<file path="src/design/mem_pkg.sv">
`default_nettype none

package mem_pkg;

  // Response codes carried on B and R with the encoding of a full AXI bus
  typedef enum logic [1:0] {
    OKAY   = 2'b00,
    DECERR = 2'b11
  } resp_e;

  typedef enum logic {
    RD_IDLE,
    RD_BURST
  } rd_state_e;

  typedef enum logic {
    WR_IDLE,
    WR_RESP
  } wr_state_e;

endpackage

`default_nettype wire

</file>
<file path="src/design/axi_pkg.sv">
`default_nettype none

package axi_pkg;

  localparam int unsigned IdWidth   = 4;
  localparam int unsigned AddrWidth = 8;
  localparam int unsigned DataWidth = 32;
  localparam int unsigned LenWidth  = 2;

  typedef logic [IdWidth-1:0]   id_t;
  typedef logic [AddrWidth-1:0] addr_t;
  typedef logic [DataWidth-1:0] data_t;
  // Beat count of a read burst is len plus one
  typedef logic [LenWidth-1:0]  len_t;

  typedef struct packed {
    id_t   id;
    addr_t addr;
  } aw_chan_t;

  typedef struct packed {
    data_t data;
    logic  last;
  } w_chan_t;

  typedef struct packed {
    id_t            id;
    mem_pkg::resp_e resp;
  } b_chan_t;

  typedef struct packed {
    id_t   id;
    addr_t addr;
    len_t  len;
  } ar_chan_t;

  typedef struct packed {
    id_t            id;
    data_t          data;
    mem_pkg::resp_e resp;
    logic           last;
  } r_chan_t;

  // Manager to subordinate direction
  typedef struct packed {
    aw_chan_t aw;
    logic     aw_valid;
    w_chan_t  w;
    logic     w_valid;
    logic     b_ready;
    ar_chan_t ar;
    logic     ar_valid;
    logic     r_ready;
  } req_t;

  // Subordinate to manager direction
  typedef struct packed {
    logic    aw_ready;
    logic    w_ready;
    b_chan_t b;
    logic    b_valid;
    logic    ar_ready;
    r_chan_t r;
    logic    r_valid;
  } resp_t;

endpackage

`default_nettype wire

</file>
<file path="src/design/axi_mem_sub.sv">
`timescale 1ns/1ps
`default_nettype none

module axi_mem_sub #(
  parameter int unsigned MemWords     = 16,
  parameter int unsigned RdQueueDepth = 4
) (
  input  wire logic          clk_i,
  input  wire logic          rst_n_i,
  input  wire axi_pkg::req_t  req_i,
  output axi_pkg::resp_t     resp_o
);

  localparam int unsigned IdxW = (MemWords > 1) ? $clog2(MemWords) : 1;

  axi_pkg::data_t     mem_q [MemWords];

  mem_pkg::wr_state_e wr_state_q;
  axi_pkg::id_t       b_id_q;
  mem_pkg::resp_e     b_resp_q;
  logic               wr_fire;
  logic               wr_in_range;

  mem_pkg::rd_state_e rd_state_q;
  axi_pkg::ar_chan_t  rd_ar_q;
  axi_pkg::len_t      rd_beat_q;
  axi_pkg::ar_chan_t  q_head;
  logic               q_full;
  logic               q_empty;
  logic               q_pop;
  logic               rd_in_range;
  logic               rd_last;

  // AW and W are taken on the same edge and only while no B is pending
  assign wr_fire     = req_i.aw_valid & req_i.w_valid & (wr_state_q == mem_pkg::WR_IDLE);
  assign wr_in_range = (32'(req_i.aw.addr) < MemWords);

  always_ff @(posedge clk_i) begin
    if (wr_fire && wr_in_range) begin
      mem_q[req_i.aw.addr[IdxW-1:0]] <= req_i.w.data;
    end
  end

  always_ff @(posedge clk_i) begin
    if (wr_fire) begin
      b_id_q   <= req_i.aw.id;
      b_resp_q <= wr_in_range ? mem_pkg::OKAY : mem_pkg::DECERR;
    end
  end

  always_ff @(posedge clk_i) begin
    if (!rst_n_i) begin
      wr_state_q <= mem_pkg::WR_IDLE;
    end else begin
      case (wr_state_q)
        mem_pkg::WR_IDLE: if (wr_fire) wr_state_q <= mem_pkg::WR_RESP;
        mem_pkg::WR_RESP: if (req_i.b_ready) wr_state_q <= mem_pkg::WR_IDLE;
        default:          wr_state_q <= mem_pkg::WR_IDLE;
      endcase
    end
  end

  // Read requests wait here until the burst in flight has finished
  id_fifo #(
    .Depth (RdQueueDepth),
    .T     (axi_pkg::ar_chan_t)
  ) i_rd_queue (
    .clk_i   (clk_i),
    .rst_n_i (rst_n_i),
    .push_i  (req_i.ar_valid),
    .data_i  (req_i.ar),
    .pop_i   (q_pop),
    .full_o  (q_full),
    .empty_o (q_empty),
    .data_o  (q_head)
  );

  assign q_pop       = (rd_state_q == mem_pkg::RD_IDLE) & ~q_empty;
  assign rd_last     = (rd_beat_q == rd_ar_q.len);
  assign rd_in_range = (32'(rd_ar_q.addr) < MemWords);

  always_ff @(posedge clk_i) begin
    if (!rst_n_i) begin
      rd_state_q <= mem_pkg::RD_IDLE;
    end else begin
      case (rd_state_q)
        mem_pkg::RD_IDLE:  if (!q_empty) rd_state_q <= mem_pkg::RD_BURST;
        mem_pkg::RD_BURST: if (req_i.r_ready && rd_last) rd_state_q <= mem_pkg::RD_IDLE;
        default:           rd_state_q <= mem_pkg::RD_IDLE;
      endcase
    end
  end

  // Current burst address advances once per accepted beat
  always_ff @(posedge clk_i) begin
    if (q_pop) begin
      rd_ar_q   <= q_head;
      rd_beat_q <= '0;
    end else if (rd_state_q == mem_pkg::RD_BURST && req_i.r_ready && !rd_last) begin
      rd_ar_q.addr <= rd_ar_q.addr + 1'b1;
      rd_beat_q    <= rd_beat_q + 1'b1;
    end
  end

  always_comb begin
    resp_o.aw_ready = (wr_state_q == mem_pkg::WR_IDLE) & req_i.w_valid;
    resp_o.w_ready  = (wr_state_q == mem_pkg::WR_IDLE) & req_i.aw_valid;
    resp_o.b.id     = b_id_q;
    resp_o.b.resp   = b_resp_q;
    resp_o.b_valid  = (wr_state_q == mem_pkg::WR_RESP);

    resp_o.ar_ready = ~q_full;
    resp_o.r.id     = rd_ar_q.id;
    // Each beat is range checked on its own address
    resp_o.r.data   = rd_in_range ? mem_q[rd_ar_q.addr[IdxW-1:0]] : '0;
    resp_o.r.resp   = rd_in_range ? mem_pkg::OKAY : mem_pkg::DECERR;
    resp_o.r.last   = rd_last;
    resp_o.r_valid  = (rd_state_q == mem_pkg::RD_BURST);
  end

endmodule

`default_nettype wire

</file>
<file path="src/design/axi_ser_top.sv">
`timescale 1ns/1ps
`default_nettype none

module axi_ser_top #(
  parameter int unsigned MaxReadTxns  = 2,
  parameter int unsigned MaxWriteTxns = 2,
  parameter int unsigned MemWords     = 16,
  parameter int unsigned RdQueueDepth = 4
) (
  input  wire logic          clk_i,
  input  wire logic          rst_n_i,
  input  wire axi_pkg::req_t  slv_req_i,
  output axi_pkg::resp_t     slv_resp_o
);

  // Serialized bus between the ID tracker and the memory
  axi_pkg::req_t  mst_req;
  axi_pkg::resp_t mst_resp;

  axi_serializer #(
    .MaxReadTxns  (MaxReadTxns),
    .MaxWriteTxns (MaxWriteTxns)
  ) i_axi_serializer (
    .clk_i      (clk_i),
    .rst_n_i    (rst_n_i),
    .slv_req_i  (slv_req_i),
    .slv_resp_o (slv_resp_o),
    .mst_req_o  (mst_req),
    .mst_resp_i (mst_resp)
  );

  axi_mem_sub #(
    .MemWords     (MemWords),
    .RdQueueDepth (RdQueueDepth)
  ) i_axi_mem_sub (
    .clk_i   (clk_i),
    .rst_n_i (rst_n_i),
    .req_i   (mst_req),
    .resp_o  (mst_resp)
  );

endmodule

`default_nettype wire

</file>
<file path="src/design/axi_serializer.sv">
`timescale 1ns/1ps
`default_nettype none

module axi_serializer #(
  parameter int unsigned MaxReadTxns  = 2,
  parameter int unsigned MaxWriteTxns = 2
) (
  input  wire logic          clk_i,
  input  wire logic          rst_n_i,
  input  wire axi_pkg::req_t  slv_req_i,
  output axi_pkg::resp_t     slv_resp_o,
  output axi_pkg::req_t      mst_req_o,
  input  wire axi_pkg::resp_t mst_resp_i
);

  logic          wr_full;
  logic          wr_empty;
  logic          rd_full;
  logic          rd_empty;
  axi_pkg::id_t  b_id;
  axi_pkg::id_t  r_id;

  always_comb begin
    mst_req_o  = slv_req_i;
    slv_resp_o = mst_resp_i;

    // Every downstream transaction runs on ID zero
    mst_req_o.aw.id = '0;
    mst_req_o.ar.id = '0;

    // Responses come back in order, so the FIFO head holds their ID
    slv_resp_o.b.id = b_id;
    slv_resp_o.r.id = r_id;

    // No new address is taken while its ID FIFO is full
    mst_req_o.aw_valid  = slv_req_i.aw_valid & ~wr_full;
    slv_resp_o.aw_ready = mst_resp_i.aw_ready & ~wr_full;
    mst_req_o.ar_valid  = slv_req_i.ar_valid & ~rd_full;
    slv_resp_o.ar_ready = mst_resp_i.ar_ready & ~rd_full;

    // A response without a recorded ID is held back
    slv_resp_o.b_valid = mst_resp_i.b_valid & ~wr_empty;
    mst_req_o.b_ready  = slv_req_i.b_ready & ~wr_empty;
    slv_resp_o.r_valid = mst_resp_i.r_valid & ~rd_empty;
    mst_req_o.r_ready  = slv_req_i.r_ready & ~rd_empty;
  end

  id_fifo #(
    .Depth (MaxWriteTxns),
    .T     (axi_pkg::id_t)
  ) i_wr_id_fifo (
    .clk_i   (clk_i),
    .rst_n_i (rst_n_i),
    .push_i  (slv_req_i.aw_valid & slv_resp_o.aw_ready),
    .data_i  (slv_req_i.aw.id),
    .pop_i   (slv_resp_o.b_valid & slv_req_i.b_ready),
    .full_o  (wr_full),
    .empty_o (wr_empty),
    .data_o  (b_id)
  );

  // A read ID stays queued until the final beat of its burst
  id_fifo #(
    .Depth (MaxReadTxns),
    .T     (axi_pkg::id_t)
  ) i_rd_id_fifo (
    .clk_i   (clk_i),
    .rst_n_i (rst_n_i),
    .push_i  (slv_req_i.ar_valid & slv_resp_o.ar_ready),
    .data_i  (slv_req_i.ar.id),
    .pop_i   (slv_resp_o.r_valid & slv_req_i.r_ready & slv_resp_o.r.last),
    .full_o  (rd_full),
    .empty_o (rd_empty),
    .data_o  (r_id)
  );

endmodule

`default_nettype wire

</file>
<file path="src/design/id_fifo.sv">
`timescale 1ns/1ps
`default_nettype none

module id_fifo #(
  parameter int unsigned Depth = 2,
  parameter type         T     = logic
) (
  input  wire logic clk_i,
  input  wire logic rst_n_i,
  input  wire logic push_i,
  input  wire T     data_i,
  input  wire logic pop_i,
  output logic      full_o,
  output logic      empty_o,
  output T          data_o
);

  localparam int unsigned PtrW = (Depth > 1) ? $clog2(Depth) : 1;
  localparam int unsigned CntW = $clog2(Depth + 1);

  T              mem_q [Depth];
  logic [PtrW-1:0] wr_ptr_q;
  logic [PtrW-1:0] rd_ptr_q;
  logic [CntW-1:0] cnt_q;
  logic            do_push;
  logic            do_pop;

  assign full_o  = (cnt_q == CntW'(Depth));
  assign empty_o = (cnt_q == '0);

  // Head entry falls through to the output as soon as it is stored
  assign data_o = mem_q[rd_ptr_q];

  assign do_push = push_i & ~full_o;
  assign do_pop  = pop_i & ~empty_o;

  always_ff @(posedge clk_i) begin
    if (do_push) begin
      mem_q[wr_ptr_q] <= data_i;
    end
  end

  always_ff @(posedge clk_i) begin
    if (!rst_n_i) begin
      wr_ptr_q <= '0;
      rd_ptr_q <= '0;
      cnt_q    <= '0;
    end else begin
      if (do_push) begin
        wr_ptr_q <= (wr_ptr_q == PtrW'(Depth - 1)) ? '0 : wr_ptr_q + 1'b1;
      end
      if (do_pop) begin
        rd_ptr_q <= (rd_ptr_q == PtrW'(Depth - 1)) ? '0 : rd_ptr_q + 1'b1;
      end
      // Simultaneous push and pop leave the occupancy as it is
      if (do_push && !do_pop) begin
        cnt_q <= cnt_q + 1'b1;
      end else if (do_pop && !do_push) begin
        cnt_q <= cnt_q - 1'b1;
      end
    end
  end

endmodule

`default_nettype wire

</file>
<file path="config.mk">
export PLATFORM = sky130hd
export DESIGN_NAME = axi_ser_top
export DESIGN_NICKNAME = d
export VERILOG_FILES = /design/src/design/mem_pkg.sv /design/src/design/axi_pkg.sv /design/src/design/axi_mem_sub.sv /design/src/design/axi_ser_top.sv /design/src/design/axi_serializer.sv /design/src/design/id_fifo.sv
export SDC_FILE = /design/constraint.sdc
export NUM_CORES = 1
export LEC_CHECK = 0
export BUFFER_PORTS_ARGS = -buffer_cell sky130_fd_sc_hd__buf_2
export CORE_AREA = 2 2 216 218
export CTS_CLUSTER_DIAMETER = 200
export DETAILED_ROUTE_END_ITERATION = 10
export DIE_AREA = 0 0 218 220
export PLACE_DENSITY = 0.69
export SLEW_MARGIN = 0
export SYNTH_ARGS = -nofsm -noshare
export SYNTH_HDL_FRONTEND = slang
export SYNTH_SLANG_ARGS = --single-unit
</file>
<file path="constraint.sdc">
create_clock -name clk_i -period 4.95 [get_ports clk_i]
set_input_delay 0.2475 -clock clk_i [delete_from_list [all_inputs] [get_ports clk_i]]
set_output_delay 0.2475 -clock clk_i [all_outputs]
set_load 0.01 [all_outputs]
</file>
Yosys cells after proc, flatten, opt, wreduce, memory -nomap -nowiden
Memory sizes are Yosys's and may differ from the RTL's. A register that Yosys moved wholly into a read port is not among the register bits.
Cells that the tools add are included.
W data, S select, Z words.
- bitwise logic cells: 32
- mux-type cells: 38
- reductions and logical operators: 24
- add/sub/neg operators: 14
- magnitude comparators: 2
- eq/ne operators: 6
- operators with widths (cell ; count):
    $mux W32 ; 1
    $and A1 B1 Y1 ; 24
    $mux W1 ; 20
    $mux W2 ; 10
    $lt A8 B5 Y1 const B ; 2
    $mux W8 ; 2
    $add A2 B1 Y2 const B ; 5
    $logic_and A1 B1 Y1 ; 10
    $add A8 B1 Y8 const B ; 1
    $eq A2 B2 Y1 const B ; 4
    $not A1 Y1 ; 8
    $reduce_bool A2 Y1 ; 4
    $logic_not A1 Y1 ; 7
    $mux W3 ; 2
    $add A1 B1 Y1 const B ; 4
    $logic_not A2 Y1 ; 2
    $mux W4 ; 1
    $pmux W1 S2 ; 2
    $sub A2 B1 Y2 const B ; 2
    $add A3 B1 Y3 const B ; 1
    $eq A3 B3 Y1 const B ; 1
    $logic_not A3 Y1 ; 1
    $sub A3 B1 Y3 const B ; 1
    $eq A2 B2 Y1 ; 1
- output and inout bits: 50
- register bits after elaboration: 31
- input bits: 66
- memories kept: 4
- bits in writable memories: 568
- memories (memory ; depth ; bits a word ; read ports ; clocked after Yosys merged registers in ; write ports ; line ; text):
    i_axi_mem_sub.mem_q ; 16 ; 32 ; 1 ; 1 ; 1 ; axi_mem_sub.sv:16 ; axi_pkg::data_t mem_q [MemWords];
    i_axi_mem_sub.i_rd_queue.mem_q ; 4 ; 10 ; 1 ; 1 ; 1 ; id_fifo.sv:21 ; T mem_q [Depth];
    i_axi_serializer.i_rd_id_fifo.mem_q ; 2 ; 4 ; 1 ; 1 ; 1 ; id_fifo.sv:21 ;
    i_axi_serializer.i_wr_id_fifo.mem_q ; 2 ; 4 ; 1 ; 1 ; 1 ; id_fifo.sv:21 ;

Depth between registers and ports, before layout
- depth in word-level cells: 9
- gate-level depth with buffers: 10

Hierarchy
Synthesis repeated with hierarchy kept, for this count alone.
- cell total of the unflattened synthesis: 1323
- area total of the unflattened synthesis: 25156.6 sq um
- by module, submodules not included (module ; instances ; area an instance (sq um) ; cells an instance):
    axi_mem_sub ; 1 ; 20784.9 ; 1012
    id_fifo at i_axi_mem_sub.i_rd_queue ; 1 ; 2514.9 ; 124
    id_fifo at i_axi_serializer.i_rd_id_fifo ... ; 2 ; 513.0 ; 38
    axi_serializer ; 1 ; 830.8 ; 111

Worst setup path after synthesis
Ideal clock, no wire load.
- path type: input to register
- start point: input slv_req_i[58] (netlist bit)
- end point: memory i_axi_mem_sub.mem_q[1][0] (netlist bit), enable pin
- arrival: 3.507 ns
- data required time: 4.489 ns
- setup time: 0.461 ns
- path buffers: 0
- path slack: 0.982 ns
- cell stages on the path: 4
- cell sequence: or4_4 > nor4_1 > nand3b_1 > nor3_1
- word-level cells in the longest chain between the ends: 4
- RTL lines (element ; line ; text):
    from (decl) ; axi_ser_top.sv:12 ; input wire axi_pkg::req_t slv_req_i,
    $lt A8 B5 Y1 ; axi_mem_sub.sv:36 ; assign wr_in_range = (32'(req_i.aw.addr) < MemWords);
    $logic_and A1 B1 Y1 ; axi_mem_sub.sv:39 ; if (wr_fire && wr_in_range) begin
    $mux W1 ; axi_mem_sub.sv:39 ;
    $mux W1 (implied by the code) ; axi_mem_sub.sv:40 ; mem_q[req_i.aw.addr[IdxW-1:0]] <= req_i.w.data;
    to (decl) ; axi_mem_sub.sv:16 ;
Every way passes these cells.

==> results.toml <==
[detailed_routing]
avgViaCountPerCell = 5.84
wire_per_inst_um = 24.4
first_iter_violations = 1022
ant_nets = 0
drc_errors = 0
drtPass1Iterations = 5
drt_wl_total_mm = 49.1
vias = 11743

[global_route]
grt_overflow_total = 0
antenna_found_initial = 2
grt_pass1_wl_mm = 73.4
grt_usage = 0.209
grt_pass1_vias = 12158
grt_max_degree = 65

[finish]
multi_input_area_um2 = 5340
fillers = 3376
final_cell_mix = "edfxtp_1, buf_2, mux4_2"
layout_commonest_cell = "edfxtp_1"
num-nets-final = 1430
syn2layout_area_growth_pct = 15.6
post-route-util = 0.592
drive_above_1_share = 0.266
regArea_um2 = 17900

[worst_setup_path]
path_class = "register to primary output"
max_stage_delay_ps = 1130
cp.arrival_ps = 3700
crit_path_start_kind = "register"
cp_num_buf_inv = 1
endpoint_kind = "primary output"
cp.required_ps = 4700
crit_fanout = 64
timing.critical_path.mode_cell = "a22oi_1"
crit_chain = "nor2b_4 -> a22oi_1 -> a22oi_1 -> o211ai_1 -> buf_2"
cp_top_family = "simple AND/OR/NAND/NOR gates"
cp_slowest_cell = "nor2b_4"

[pwr]
p_per_area_nw_per_um2 = 492
ir_worst_vdd_uv = 352
swShare = 0.274
seq_power_share = 0.464
p_comb_frac = 0.213
switchingPower_mw = 3.66
cellLeakagePower_nw = 8.87
internal_power_mw = 9.69
p_clk_frac = 0.323

[floorplan]
die-area_um2 = 48000
io_pins = 116
coreArea_um2 = 45900
die_y_um = 220
chipWidth_um = 218
initial_core_util = 0.512
num_rows = 79

[timing]
final.min_clock_period_ps = 3950
rsz0062_at_grt = "false"
relSlewSlack = 0.184
setup_tns_ps = 0
setup_viol = 0
clock_skew_ps = 19.6
drv_slew = 0
finalCritPeriodShare = 0.798
worst_pin_slew_ps = 1220
fmax_ghz = 0.253
whs_ps = 28.7
hold_violations = 0

[synth]
ys_types = 45
netlist_area_um2 = 23500
synth-edff-count = 579
async_flop_share = 0
ys_warn_count = 0
synth.avg_cell_area_um2 = 20.0
synth_flop_cell = "edfxtp_1"
yosysSeqAreaShare = 0.764
syn_inst = 1175
yosys_register_bits = 606
syn_nets = 1251

[clock_tree]
cts.reportedPaths.clkPinSlew_ps = 60
cts_setup_buffers = 0
tritoncts = "done"
clk_latency_ps = 610
root_buffer = "clkbuf_16"
clock_sinks = 606
cts_max_path_buffers = 3
numCtsBuffers = 58
cts_max_level = 2

[place]
port_buffers = 114
gp_congestion = 0.750
post-dp-hpwl_mm = 26.7

[hold_path]
min_path_type = "primary input to register"

[outcome]
status = "finished, final reports clean"

[run]
cap_violations = 0
==> area by class of cell <==
cell class,instances,share of cell area
Inverter,11,0.00152
Clock buffer,77,0.0585
Antenna cell,1,0.0000922
Clock inverter,33,0.00992
Multi-Input combinational cell,496,0.197
Timing Repair Buffer,181,0.0441
Sequential cell,606,0.661
Tap cell,607,0.0280
==> routing by layer <==
| metal | wire length (um) | global-route usage |
|---|---|---|
| met1 | 20100 | 0.279 |
| met2 | 24500 | 0.344 |
| met3 | 3070 | 0.0384 |
| met4 | 1450 | 0.0812 |
| met5 | 13 | 0 |
==> worst paths after layout <==
| kind | slack [ps] | cells past startpoint | end | startpoint |
|---|---|---|---|---|
| hold reg to reg | 510 | 2 | i_axi_mem_sub.i_rd_queue.rd_ptr_q[1] | i_axi_mem_sub.i_rd_queue.rd_ptr_q[1] |
| hold / removal | 30 | 1 | i_axi_mem_sub.mem_q[3][27] | slv_req_i[46] |
| setup / recovery | 1000 | 5 | slv_resp_o[31] | register |
| setup reg to reg | 1950 | 5 | i_axi_mem_sub.mem_q[12][15] | i_axi_mem_sub.wr_state_q |
==> kinds of logic after synthesis <==
group / share of synthesized area
DFF: 0.764
muxes: 0.136
and+or+nand+nor: 0.0331
AOI/OAI and AO/OA: 0.0398
buffers and inverters: 0.0148
xor gates and xnor gates: 0.00746
adders and majority gates: 0.00565
==> cell usage after synthesis (2+ instances only) <==
cell type | number | area share
or3_1 | 5 | 0.0013
mux2i_1 | 66 | 0.028
a211oi_1 | 4 | 0.0013
a21boi_0 | 6 | 0.0019
mux4_2 | 107 | 0.10
mux2_2 | 10 | 0.0048
ha_1 | 9 | 0.0048
nand2b_1 | 3 | 0.00080
a21oi_1 | 5 | 0.0011
o21a_1 | 3 | 0.00096
xor2_1 | 8 | 0.0030
buf_4 | 13 | 0.0042
and3_1 | 4 | 0.0011
and2_1 | 15 | 0.0040
a22oi_1 | 62 | 0.020
nand2_1 | 44 | 0.0070
nand3_1 | 36 | 0.0077
o211ai_1 | 32 | 0.010
xnor2_1 | 12 | 0.0045
nand3b_1 | 2 | 0.00064
buf_1 | 7 | 0.0011
clkbuf_1 | 23 | 0.0037
inv_1 | 11 | 0.0018
o21ai_0 | 10 | 0.0021
dfxtp_1 | 27 | 0.023
nor2_1 | 25 | 0.0040
nor4_1 | 2 | 0.00053
or4_4 | 2 | 0.00096
nor3_1 | 4 | 0.00085
a311oi_1 | 2 | 0.00075
buf_2 | 18 | 0.0038
edfxtp_1 | 579 | 0.74
nor2b_1 | 7 | 0.0019
==> per-stage QoR <==
step / setup WS, ps / instances / total power [mW] / instance area, um^2
final: 1000 / 2012 / 13.3 / 27100
after global routing: 804 / 2011 / 13.9 / 27100
after CTS: 941 / 2011 / 13.5 / 27100
after detailed placement: 1620 / 1862 / 9.17 / 24900
after global placement: 1630 / 1862 / 9.10 / 24900
after floorplan: 982 / 1175 / 8.36 / 23500
==> worst reg2reg max path: cells and delay by family, from the launching register on <==
family	cells	cell delay, ps
buf+inv	1	410
flops	1	340
simple gates	4	1940
==> state kept, by name (all words and copies together) (netlist names), named ones only <==
signal and cells:
i_axi_mem_sub.i_rd_queue.cnt_q 3, i_axi_mem_sub.i_rd_queue.mem_q 40, i_axi_serializer.i_rd_id_fifo.wr_ptr_q 1, i_axi_mem_sub.mem_q 512, i_axi_mem_sub.rd_beat_q 2, i_axi_serializer.i_wr_id_fifo.rd_ptr_q 1, i_axi_mem_sub.rd_state_q 1, i_axi_mem_sub.wr_state_q 1
i_axi_mem_sub.b_resp_q 1, i_axi_serializer.i_wr_id_fifo.mem_q 8, i_axi_serializer.i_rd_id_fifo.rd_ptr_q 1, i_axi_mem_sub.i_rd_queue.rd_ptr_q 2, i_axi_serializer.i_rd_id_fifo.mem_q 8, i_axi_serializer.i_rd_id_fifo.cnt_q 2, i_axi_mem_sub.i_rd_queue.wr_ptr_q 2, i_axi_serializer.i_wr_id_fifo.wr_ptr_q 1
i_axi_mem_sub.rd_ar_q 10, i_axi_serializer.i_wr_id_fifo.cnt_q 2
==> power groups by stage <==
stage / Combinational [mW] / Sequential [mW] / Clock, mW
6_report: 2.84 / 6.19 / 4.31
5_1_grt: 3.07 / 6.23 / 4.58
4_1_cts: 2.88 / 6.21 / 4.37
3_5_place_dp: 2.85 / 6.32 / 0
3_3_place_gp: 2.80 / 6.31 / 0
2_1_floorplan: 2.34 / 6.02 / 0
==> repair_timing <==
item                                    4_1_cts  5_1_grt
hold buffers                                 39        0
endpoints found under the setup margin        0        0
hold endpoints to repair                    277        0
gates resized for setup                       0        0
Note: power is estimated with default switching activity, not from simulation.
